--- config.mk ---
export PLATFORM = sky130hd
export DESIGN_NAME = sap_cpu_top
export DESIGN_NICKNAME = d
export VERILOG_FILES = /design/src/common/sap_pkg.sv /design/src/core/sap_control.sv /design/src/core/sap_datapath.sv /design/src/verilog/sap_cpu_top.sv /design/src/verilog/sap_mem.sv /design/src/verilog/sap_out_port.sv
export VERILOG_INCLUDE_DIRS = /design/src /design/src/common
export SDC_FILE = /design/constraint.sdc
export NUM_CORES = 1
export LEC_CHECK = 0
export BUFFER_PORTS_ARGS = -buffer_cell sky130_fd_sc_hd__clkbuf_2
export CORE_ASPECT_RATIO = 0.7
export CORE_UTILIZATION = 32
export DETAILED_ROUTE_END_ITERATION = 10
export GPL_TIMING_DRIVEN = 0
export HOLD_SLACK_MARGIN = 0.12
export SETUP_SLACK_MARGIN = 0.05
export SYNTH_ARGS = -nofsm -noshare
export SYNTH_HDL_FRONTEND = slang
export SYNTH_HIERARCHICAL = 1
export SYNTH_SLANG_ARGS = --single-unit
--- constraint.sdc ---
create_clock -name clk -period 3.2 [get_ports clk]
set_input_delay 0.64 -clock clk [delete_from_list [all_inputs] [get_ports clk]]
set_output_delay 0.64 -clock clk [all_outputs]
set_load 0.05 [all_outputs]
--- src/common/sap_macros.svh ---
`ifndef SAP_MACROS_SVH
`define SAP_MACROS_SVH

// width of a memory address
// matches the operand nibble of every instruction
`define SAP_ADDR_W 4

// width of a data word and of the A and B registers
`define SAP_DATA_W 8

// number of bytes in the program memory
`define SAP_MEM_DEPTH 16

`endif

--- src/common/sap_pkg.sv ---
`include "sap_macros.svh"

package sap_pkg;

    // one data word as held in memory and in the registers
    typedef logic [`SAP_DATA_W-1:0] byte_t;

    // memory address as held in the PC and MAR
    typedef logic [`SAP_ADDR_W-1:0] addr_t;

    // low half of an instruction, either an address or an immediate
    typedef logic [3:0] nibble_t;

    // upper nibble of an instruction
    // codes 9 to 13 are unused and run as NOP
    typedef enum logic [3:0] {
        OP_NOP = 4'h0,
        OP_LDA = 4'h1,
        OP_ADD = 4'h2,
        OP_SUB = 4'h3,
        OP_STA = 4'h4,
        OP_LDI = 4'h5,
        OP_JMP = 4'h6,
        OP_JC  = 4'h7,
        OP_JZ  = 4'h8,
        OP_OUT = 4'hE,
        OP_HLT = 4'hF
    } opcode_t;

    // micro-step of the instruction cycle
    // T1 and T2 fetch, T3 to T5 execute
    typedef enum logic [2:0] {
        TS_T1,
        TS_T2,
        TS_T3,
        TS_T4,
        TS_T5,
        TS_HALTED
    } tstate_t;

endpackage

--- src/core/sap_control.sv ---
`default_nettype none
`timescale 1ns/1ps

module sap_control (
    input  wire logic               clk,
    input  wire logic               rst_n_i,
    input  wire logic               run_i,
    input  wire sap_pkg::opcode_t   opcode_i,
    input  wire logic               carry_i,
    input  wire logic               zero_i,
    output      logic               mar_load_pc_o,
    output      logic               mar_load_ir_o,
    output      logic               ir_load_o,
    output      logic               pc_inc_o,
    output      logic               pc_load_o,
    output      logic               a_load_mem_o,
    output      logic               a_load_imm_o,
    output      logic               b_load_o,
    output      logic               alu_to_a_o,
    output      logic               ram_we_o,
    output      logic               out_load_o,
    output      logic               halted_o
);

sap_pkg::tstate_t state;
sap_pkg::tstate_t state_next;
logic             run_q;
logic             step;
logic             jump_taken;

// run level seen at the last rising edge
always_ff @(posedge clk or negedge rst_n_i) begin
    if (!rst_n_i) begin
        run_q <= 1'b0;
    end else begin
        run_q <= run_i;
    end
end

// the first edge after run_i rises is skipped
// memory may still have read the load address on that falling edge
assign step = run_i && run_q;

always_ff @(posedge clk or negedge rst_n_i) begin
    if (!rst_n_i) begin
        state <= sap_pkg::TS_T1;
    end else begin
        state <= state_next;
    end
end

// next micro-step, held while paused and forever once halted
always_comb begin
    state_next = state;
    if (step) begin
        case (state)
            sap_pkg::TS_T1: state_next = sap_pkg::TS_T2;
            sap_pkg::TS_T2: state_next = sap_pkg::TS_T3;
            sap_pkg::TS_T3: begin
                if (opcode_i == sap_pkg::OP_HLT) begin
                    state_next = sap_pkg::TS_HALTED;
                end else begin
                    state_next = sap_pkg::TS_T4;
                end
            end
            sap_pkg::TS_T4: state_next = sap_pkg::TS_T5;
            sap_pkg::TS_T5: state_next = sap_pkg::TS_T1;
            default:        state_next = state;
        endcase
    end
end

// conditional jumps test the flags left by the last ADD or SUB
always_comb begin
    case (opcode_i)
        sap_pkg::OP_JMP: jump_taken = 1'b1;
        sap_pkg::OP_JC:  jump_taken = carry_i;
        sap_pkg::OP_JZ:  jump_taken = zero_i;
        default:         jump_taken = 1'b0;
    endcase
end

// micro-step decode
always_comb begin
    mar_load_pc_o = 1'b0;
    mar_load_ir_o = 1'b0;
    ir_load_o     = 1'b0;
    pc_inc_o      = 1'b0;
    pc_load_o     = 1'b0;
    a_load_mem_o  = 1'b0;
    a_load_imm_o  = 1'b0;
    b_load_o      = 1'b0;
    alu_to_a_o    = 1'b0;
    ram_we_o      = 1'b0;
    out_load_o    = 1'b0;
    if (step) begin
        case (state)
            // fetch address
            sap_pkg::TS_T1: mar_load_pc_o = 1'b1;
            // fetch instruction, point at the next one
            sap_pkg::TS_T2: begin
                ir_load_o = 1'b1;
                pc_inc_o  = 1'b1;
            end
            sap_pkg::TS_T3: begin
                case (opcode_i)
                    sap_pkg::OP_LDA, sap_pkg::OP_ADD, sap_pkg::OP_SUB, sap_pkg::OP_STA:
                        mar_load_ir_o = 1'b1;
                    sap_pkg::OP_LDI: a_load_imm_o = 1'b1;
                    sap_pkg::OP_JMP, sap_pkg::OP_JC, sap_pkg::OP_JZ:
                        pc_load_o = jump_taken;
                    sap_pkg::OP_OUT: out_load_o = 1'b1;
                    default: ;
                endcase
            end
            sap_pkg::TS_T4: begin
                case (opcode_i)
                    sap_pkg::OP_LDA:                  a_load_mem_o = 1'b1;
                    sap_pkg::OP_ADD, sap_pkg::OP_SUB: b_load_o     = 1'b1;
                    sap_pkg::OP_STA:                  ram_we_o     = 1'b1;
                    default: ;
                endcase
            end
            // result of ADD or SUB written back with the flags
            sap_pkg::TS_T5: begin
                alu_to_a_o = (opcode_i == sap_pkg::OP_ADD) || (opcode_i == sap_pkg::OP_SUB);
            end
            default: ;
        endcase
    end
end

assign halted_o = (state == sap_pkg::TS_HALTED);

// A has a single writer in any cycle
a_load_single: assert property (
    @(posedge clk) disable iff (!rst_n_i)
    $onehot0({a_load_mem_o, a_load_imm_o, alu_to_a_o})
);

// halt is final and the datapath stays quiet afterwards
halt_is_final: assert property (
    @(posedge clk) disable iff (!rst_n_i)
    halted_o |=> halted_o && !(|{mar_load_pc_o, mar_load_ir_o, ir_load_o, pc_inc_o,
                                 pc_load_o, a_load_mem_o, a_load_imm_o, b_load_o,
                                 alu_to_a_o, ram_we_o, out_load_o})
);

endmodule

`default_nettype wire

--- src/core/sap_datapath.sv ---
`default_nettype none
`timescale 1ns/1ps

`include "sap_macros.svh"

module sap_datapath (
    input  wire logic               clk,
    input  wire logic               rst_n_i,
    input  wire logic               mar_load_pc_i,
    input  wire logic               mar_load_ir_i,
    input  wire logic               ir_load_i,
    input  wire logic               pc_inc_i,
    input  wire logic               pc_load_i,
    input  wire logic               a_load_mem_i,
    input  wire logic               a_load_imm_i,
    input  wire logic               b_load_i,
    input  wire logic               alu_to_a_i,
    input  wire sap_pkg::byte_t     mem_rdata_i,
    output      sap_pkg::addr_t     mar_o,
    output      sap_pkg::byte_t     a_o,
    output      sap_pkg::opcode_t   opcode_o,
    output      logic               carry_o,
    output      logic               zero_o
);

sap_pkg::addr_t         pc;
sap_pkg::byte_t         ir;
sap_pkg::byte_t         b_reg;
sap_pkg::nibble_t       ir_operand;
sap_pkg::byte_t         b_operand;
logic                   sub_sel;
logic [`SAP_DATA_W:0]   alu_sum;

// instruction fields
assign opcode_o   = sap_pkg::opcode_t'(ir[7:4]);
assign ir_operand = ir[3:0];

// program counter
// a taken jump wins over the increment
always_ff @(posedge clk or negedge rst_n_i) begin
    if (!rst_n_i) begin
        pc <= '0;
    end else if (pc_load_i) begin
        pc <= ir_operand;
    end else if (pc_inc_i) begin
        pc <= pc + sap_pkg::addr_t'(1);
    end
end

// memory address register, from PC on fetch and from IR on execute
always_ff @(posedge clk or negedge rst_n_i) begin
    if (!rst_n_i) begin
        mar_o <= '0;
    end else if (mar_load_pc_i) begin
        mar_o <= pc;
    end else if (mar_load_ir_i) begin
        mar_o <= ir_operand;
    end
end

// instruction register
always_ff @(posedge clk or negedge rst_n_i) begin
    if (!rst_n_i) begin
        ir <= '0;
    end else if (ir_load_i) begin
        ir <= mem_rdata_i;
    end
end

// B holds the memory operand of ADD and SUB
always_ff @(posedge clk or negedge rst_n_i) begin
    if (!rst_n_i) begin
        b_reg <= '0;
    end else if (b_load_i) begin
        b_reg <= mem_rdata_i;
    end
end

// adder, SUB adds the two's complement of B
// carry out is then set when there is no borrow
assign sub_sel   = (opcode_o == sap_pkg::OP_SUB);
assign b_operand = sub_sel ? ~b_reg : b_reg;
assign alu_sum   = {1'b0, a_o} + {1'b0, b_operand} + {{`SAP_DATA_W{1'b0}}, sub_sel};

// accumulator
// LDI fills only the low nibble
always_ff @(posedge clk or negedge rst_n_i) begin
    if (!rst_n_i) begin
        a_o <= '0;
    end else if (a_load_mem_i) begin
        a_o <= mem_rdata_i;
    end else if (a_load_imm_i) begin
        a_o <= {4'h0, ir_operand};
    end else if (alu_to_a_i) begin
        a_o <= alu_sum[`SAP_DATA_W-1:0];
    end
end

// flags only move on an ALU write back
always_ff @(posedge clk or negedge rst_n_i) begin
    if (!rst_n_i) begin
        carry_o <= 1'b0;
        zero_o  <= 1'b0;
    end else if (alu_to_a_i) begin
        carry_o <= alu_sum[`SAP_DATA_W];
        zero_o  <= (alu_sum[`SAP_DATA_W-1:0] == '0);
    end
end

endmodule

`default_nettype wire

--- src/verilog/sap_cpu_top.sv ---
`default_nettype none
`timescale 1ns/1ps

module sap_cpu_top (
    input  wire logic               clk,
    input  wire logic               rst_n_i,
    input  wire logic               run_i,
    input  wire logic               prog_we_i,
    input  wire sap_pkg::addr_t     prog_addr_i,
    input  wire sap_pkg::byte_t     prog_data_i,
    output      sap_pkg::byte_t     out_data_o,
    output      logic               out_valid_o,
    output      logic               halted_o
);

// control strobes
logic mar_load_pc;
logic mar_load_ir;
logic ir_load;
logic pc_inc;
logic pc_load;
logic a_load_mem;
logic a_load_imm;
logic b_load;
logic alu_to_a;
logic ram_we;
logic out_load;

// datapath state seen by control, memory and output
sap_pkg::opcode_t opcode;
logic             carry;
logic             zero;
sap_pkg::addr_t   mar;
sap_pkg::byte_t   a_value;
sap_pkg::byte_t   mem_rdata;

// program and data memory, STA writes the accumulator
sap_mem sap_mem_i (
    .clk         (clk),
    .run_i       (run_i),
    .cpu_we_i    (ram_we),
    .cpu_addr_i  (mar),
    .cpu_wdata_i (a_value),
    .prog_we_i   (prog_we_i),
    .prog_addr_i (prog_addr_i),
    .prog_data_i (prog_data_i),
    .rdata_o     (mem_rdata)
);

sap_control sap_control_i (
    .clk           (clk),
    .rst_n_i       (rst_n_i),
    .run_i         (run_i),
    .opcode_i      (opcode),
    .carry_i       (carry),
    .zero_i        (zero),
    .mar_load_pc_o (mar_load_pc),
    .mar_load_ir_o (mar_load_ir),
    .ir_load_o     (ir_load),
    .pc_inc_o      (pc_inc),
    .pc_load_o     (pc_load),
    .a_load_mem_o  (a_load_mem),
    .a_load_imm_o  (a_load_imm),
    .b_load_o      (b_load),
    .alu_to_a_o    (alu_to_a),
    .ram_we_o      (ram_we),
    .out_load_o    (out_load),
    .halted_o      (halted_o)
);

sap_datapath sap_datapath_i (
    .clk           (clk),
    .rst_n_i       (rst_n_i),
    .mar_load_pc_i (mar_load_pc),
    .mar_load_ir_i (mar_load_ir),
    .ir_load_i     (ir_load),
    .pc_inc_i      (pc_inc),
    .pc_load_i     (pc_load),
    .a_load_mem_i  (a_load_mem),
    .a_load_imm_i  (a_load_imm),
    .b_load_i      (b_load),
    .alu_to_a_i    (alu_to_a),
    .mem_rdata_i   (mem_rdata),
    .mar_o         (mar),
    .a_o           (a_value),
    .opcode_o      (opcode),
    .carry_o       (carry),
    .zero_o        (zero)
);

sap_out_port sap_out_port_i (
    .clk         (clk),
    .rst_n_i     (rst_n_i),
    .out_load_i  (out_load),
    .a_i         (a_value),
    .out_data_o  (out_data_o),
    .out_valid_o (out_valid_o)
);

endmodule

`default_nettype wire

--- src/verilog/sap_mem.sv ---
`default_nettype none
`timescale 1ns/1ps

`include "sap_macros.svh"

module sap_mem (
    input  wire logic               clk,
    input  wire logic               run_i,
    input  wire logic               cpu_we_i,
    input  wire sap_pkg::addr_t     cpu_addr_i,
    input  wire sap_pkg::byte_t     cpu_wdata_i,
    input  wire logic               prog_we_i,
    input  wire sap_pkg::addr_t     prog_addr_i,
    input  wire sap_pkg::byte_t     prog_data_i,
    output      sap_pkg::byte_t     rdata_o
);

// 16 bytes shared by program and data
sap_pkg::byte_t memory [0:`SAP_MEM_DEPTH-1];

sap_pkg::addr_t mem_addr;
sap_pkg::byte_t mem_wdata;
logic           mem_we;

// cpu owns the port while running
// the load port owns it while stopped
assign mem_addr  = run_i ? cpu_addr_i  : prog_addr_i;
assign mem_wdata = run_i ? cpu_wdata_i : prog_data_i;
assign mem_we    = run_i ? cpu_we_i    : prog_we_i;

// falling edge write, so the MAR set on the rising edge has settled
always_ff @(negedge clk) begin
    if (mem_we) begin
        memory[mem_addr] <= mem_wdata;
    end
end

// read on the falling edge
// data is stable for the datapath at the next rising edge
always_ff @(negedge clk) begin
    rdata_o <= memory[mem_addr];
end

// program loading is only allowed with the cpu stopped
prog_load_while_stopped: assert property (
    @(negedge clk) !(run_i && prog_we_i)
) else $error("program write while the cpu is running");

endmodule

`default_nettype wire

--- src/verilog/sap_out_port.sv ---
`default_nettype none
`timescale 1ns/1ps

module sap_out_port (
    input  wire logic               clk,
    input  wire logic               rst_n_i,
    input  wire logic               out_load_i,
    input  wire sap_pkg::byte_t     a_i,
    output      sap_pkg::byte_t     out_data_o,
    output      logic               out_valid_o
);

// displayed value, kept until the next OUT
always_ff @(posedge clk or negedge rst_n_i) begin
    if (!rst_n_i) begin
        out_data_o <= '0;
    end else if (out_load_i) begin
        out_data_o <= a_i;
    end
end

// one pulse per OUT, aligned with the new value
always_ff @(posedge clk or negedge rst_n_i) begin
    if (!rst_n_i) begin
        out_valid_o <= 1'b0;
    end else begin
        out_valid_o <= out_load_i;
    end
end

// OUT pulses are at least one instruction apart
valid_single_cycle: assert property (
    @(posedge clk) disable iff (!rst_n_i)
    out_valid_o |=> !out_valid_o
);

endmodule

`default_nettype wire
# After elaboration in Yosys (flattened, before gate mapping)
# Memories as Yosys holds them, arrays and structs flattened. A register that Yosys moved wholly into a read port is not among the register bits.
# Index checks and enable logic that the tools add are counted.
# W data, S select, Z words.
# op_classes
n_addsub	3
n_eq_ne	15
mux	43
n_bitwise	1
n_reduce_logical	12
# op_table
cell	n
$mux W8	5
$mux W1	30
$mux W4	5
$eq A4 B3 Y1 const B	4
$pmux W3 S5	1
$eq A4 B4 Y1 const B	3
$add A8 B8 Y9	1
$add A9 B1 Y9	1
$eq A4 B2 Y1 const B	2
$logic_not A8 Y1	1
$not A8 Y8	1
$eq A3 B2 Y1 const B	2
$eq A3 B3 Y1 const B	2
$reduce_bool A5 Y1	1
$add A4 B1 Y4 const B	1
$eq A4 B1 Y1 const B	1
$reduce_bool A2 Y1	2
$reduce_or A4 Y1	1
$eq A3 B1 Y1 const B	1
$logic_not A3 Y1	1
$mux W3	1
$pmux W1 S3	1
$reduce_bool A3 Y1	1
$reduce_or A3 Y1	1
4 further kinds	4
# totals
register_bits	47
ramBits	128
in_bits	16
output_inout_bits	10
wordCells	86
mem_count	1
# memory_table
name	depth	word_bits	rd	rd_ports_with_merged_regs	wr	line	text
sap_mem_i.memory	16	8	1	1	1	sap_mem.sv:19	sap_pkg::byte_t memory [0:`SAP_MEM_DEPTH-1];

# Longest topological paths before layout
# logic_depth
depth_word	7
ltp_mapped	10
depth_no_buf	9

# Hierarchy
# The synthesis kept the hierarchy.
# by_module_without_submodules
mod	instances	cells_each	area_each_um2	seq_area_each_um2
sap_mem	1	408	6065.8	4003.8
sap_datapath	1	199	2040.7	850.8
sap_out_port	1	18	356.6	225.2
sap_control	1	41	340.3	100.1

==> results_dict.tcl <==
set metrics [dict create \
    antennaDiodeCount 0 \
    max-slew-margin-rel 0.157 \
    fillCellCount 2454 \
    first_iter_violations 829 \
    synth_top_area_frac 0.437 \
    die_w_um 200 \
    power_density_mw_per_mm2 764 \
    synth_compound_area_frac 0.115 \
    outcome "complete, but fails checks" \
    layout-drive-gt1-share 0.281 \
    io_pins 26 \
    cts_buffers 17 \
    grt-ovfl-total 0 \
    gp_congestion 0.923 \
    path_class "reg -> reg" \
    regMostFlops "sap_mem_i/memory" \
    p_int_uw 5570 \
    peakVddDrop_v 0.000475 \
    multi_input_area_mm2 0.00400 \
    hold_class "in -> reg" \
    hpwlAfterDp_um 17200 \
    syn_area_per_cell_um2 13.2 \
    htreeDepth 4 \
    drc 0 \
    synthesis.area_mm2 0.00880 \
    via_per_inst 5.57 \
    synthToLayoutAreaGrowth_pct 34.4 \
    grt_pass1_wl_um 40500 \
    antenna_found_initial 2 \
    required_ps 1730 \
    fin_hold_ws_ps 402 \
    crit_path_start_kind "register" \
    worst-path-buf-inv 0 \
    grt_max_degree 48 \
    initial_utilization 0.327 \
    synthTopCellsByCount "edfxtp_1, dfrtp_1, mux2i_1" \
    p_clk_frac 0.323 \
    synthTopCellsByArea "edfxtp_1, dfrtp_1, mux2i_1" \
    synth_edf_count 128 \
    arrival_ps 2380 \
    rows 50 \
    ys.flop_type "edfxtp_1" \
    wl_per_cell_um 22.6 \
    crit_chain "nand3_2 -> or3_4 -> nor4_4 -> a32o_2 -> nand2b_4 -> nor2_4" \
    die_area_mm2 0.0282 \
    ys_seq_area_frac 0.588 \
    worst_slack_ps -643 \
    synth_largest_area_cell "edfxtp_1" \
    power_frac_comb 0.311 \
    clk_path_buf_depth 2 \
    synth.mux.area_fraction 0.103 \
    finalNetCount 906 \
    skew_ps 42.1 \
    die-height_um 141 \
    crit_fanout 8 \
    synth_seq_cells 183 \
    p_sw_frac 0.383 \
    clk_latency_ps 480 \
    yosysWarnings 6 \
    place_ws_ps -1290 \
    synth_top_family_by_area "simple AND/OR/NAND/NOR gates" \
    worst_slew_pin_slew_ps 1250 \
    setup_violations 136 \
    synth.most_common_cell "edfxtp_1" \
    hold_viol 0 \
    p_sw_uw 3460 \
    io_buffers 24 \
    pwr-share-seq 0.366 \
    yosysUniqueCellTypes 65 \
    yosys.area_share.simple 0.124 \
    core_mm2 0.0269 \
    regArea_mm2 0.00518 \
    synth_fa_ha_area_frac 0.0165 \
    vias 6996 \
    crit_family "simple AND/OR/NAND/NOR gates" \
    r2r_setup_slack_ps -640 \
    grt_usage 0.196 \
    async_flop_share 0.257 \
    first_global_vias 6693 \
    syn_nets 693 \
    violations "negative setup slack" \
    slew_violations 0 \
    cap_violations 0 \
    dr.pass1.iters 5 \
    rsz0062_at_grt "yes" \
    instances_no_fill 1256 \
    slowest_delay_ps 400 \
    cts_tree "built" \
    p_leak_uw 0.00489 \
    setup_tns_ps -76600 \
    end_kind "register" \
    cts_sinks 183 \
    cp_slowest_cell "dfrtp_1" \
    synth_xor_area_frac 0.0169 \
    clockRootBuffer "clkbuf_16" \
    ant_nets 0 \
    synthCells 666 \
    wl_um 28300 \
    dp_cells 1054 \
    largest_register_ff_count 128 \
    clkSlewWorstSetupHoldPaths_ps 70 \
]
==> area by class of cell <==
class	count	area share
multi-input cells	427	0.338
flip-flops and latches	183	0.438
plain buffers	52	0.0391
repair buffers	51	0.0472
inverters	11	0.00349
clock inverters	149	0.0571
clock buffers	19	0.0384
well taps	364	0.0385
==> per-layer routing <==
metal	vias to the layer above	routed length [um]	global-route usage
li1	3090	-	-
met1	3524	12900	0.283
met2	348	11700	0.260
met3	32	3460	0.0876
met4	2	275	0.0571
met5	-	8	0
==> worst paths after layout <==
check | end | cells after the start | start
setup / recovery | sap_mem_i/memory[9][7]$_DFFE_NP_ | 6 | sap_control_i/run_q$_DFF_PN0_
hold / removal | sap_control_i/run_q$_DFF_PN0_ | 1 | run_i
setup reg to reg | sap_mem_i/memory[9][7]$_DFFE_NP_ | 6 | sap_control_i/run_q$_DFF_PN0_
hold reg to reg | sap_out_port_i/out_data_o[3]$_DFFE_PN0P_ | 1 | sap_out_port_i/out_data_o[3]$_DFFE_PN0P_
max in group asynchronous | sap_datapath_i/ir[5]$_DFFE_PN0P_ | 3 | rst_n_i
min in group asynchronous | sap_out_port_i/out_data_o[1]$_DFFE_PN0P_ | 2 | rst_n_i
==> stage by stage <==
step / power (uW) / utilization / cell area, um^2
after floorplan: 5050 / - / 9070
after global placement: 5750 / 0.359 / 9650
after detailed placement: 5800 / 0.359 / 9650
after CTS: 8850 / 0.430 / 11600
after global routing: 9480 / 0.440 / 11800
final: 9030 / 0.440 / 11800
==> cells in the final DEF, fill, tap and decap left out, types with 9 or more instances in the layout <==
master and count:
clkbuf_1 10, a31oi_1 26, inv_1 146, xnor2_1 12
mux2i_1 37, buf_12 18, a41oi_1 11, nor2_4 16
and4b_1 30, o21ai_0 22, ha_1 10, a21oi_1 9
a41oi_2 14, dfrtp_1 43, o22ai_1 14, mux2_2 19
edfxtp_1 128, mux2_4 24, nand2_1 25, nor2_1 15
clkbuf_16 21, nor4bb_1 15, clkbuf_2 29, buf_4 17
==> power groups by stage <==
| stage | sequential (uW) | clock [uW] | combinational (uW) |
|---|---|---|---|
| 2_1_floorplan | 3160 | 254 | 1640 |
| 3_3_place_gp | 3300 | 254 | 2200 |
| 3_5_place_dp | 3310 | 254 | 2240 |
| 4_1_cts | 3300 | 2950 | 2600 |
| 5_1_grt | 3330 | 3180 | 2970 |
| 6_report | 3310 | 2920 | 2810 |
==> what timing repair did <==
| item | 4_1_cts | 5_1_grt |
|---|---|---|
| setup buffers | 19 | 4 |
| hold buffers | 0 | 1 |
| pin swaps | 22 | 10 |
| gates cloned | 7 | 3 |
| endpoints found under the hold margin | 0 | 11 |
| resized for setup | 95 | 24 |
| endpoints found under the setup margin | 264 | 162 |
==> cell families after synthesis <==
group / count (synthesis)
xor+xnor: 17
flops: 183
simple gates: 164
mux: 81
compound gates: 146
fa+ha+maj: 11
buf+inv: 64
Power figures use the tool's default switching activity.
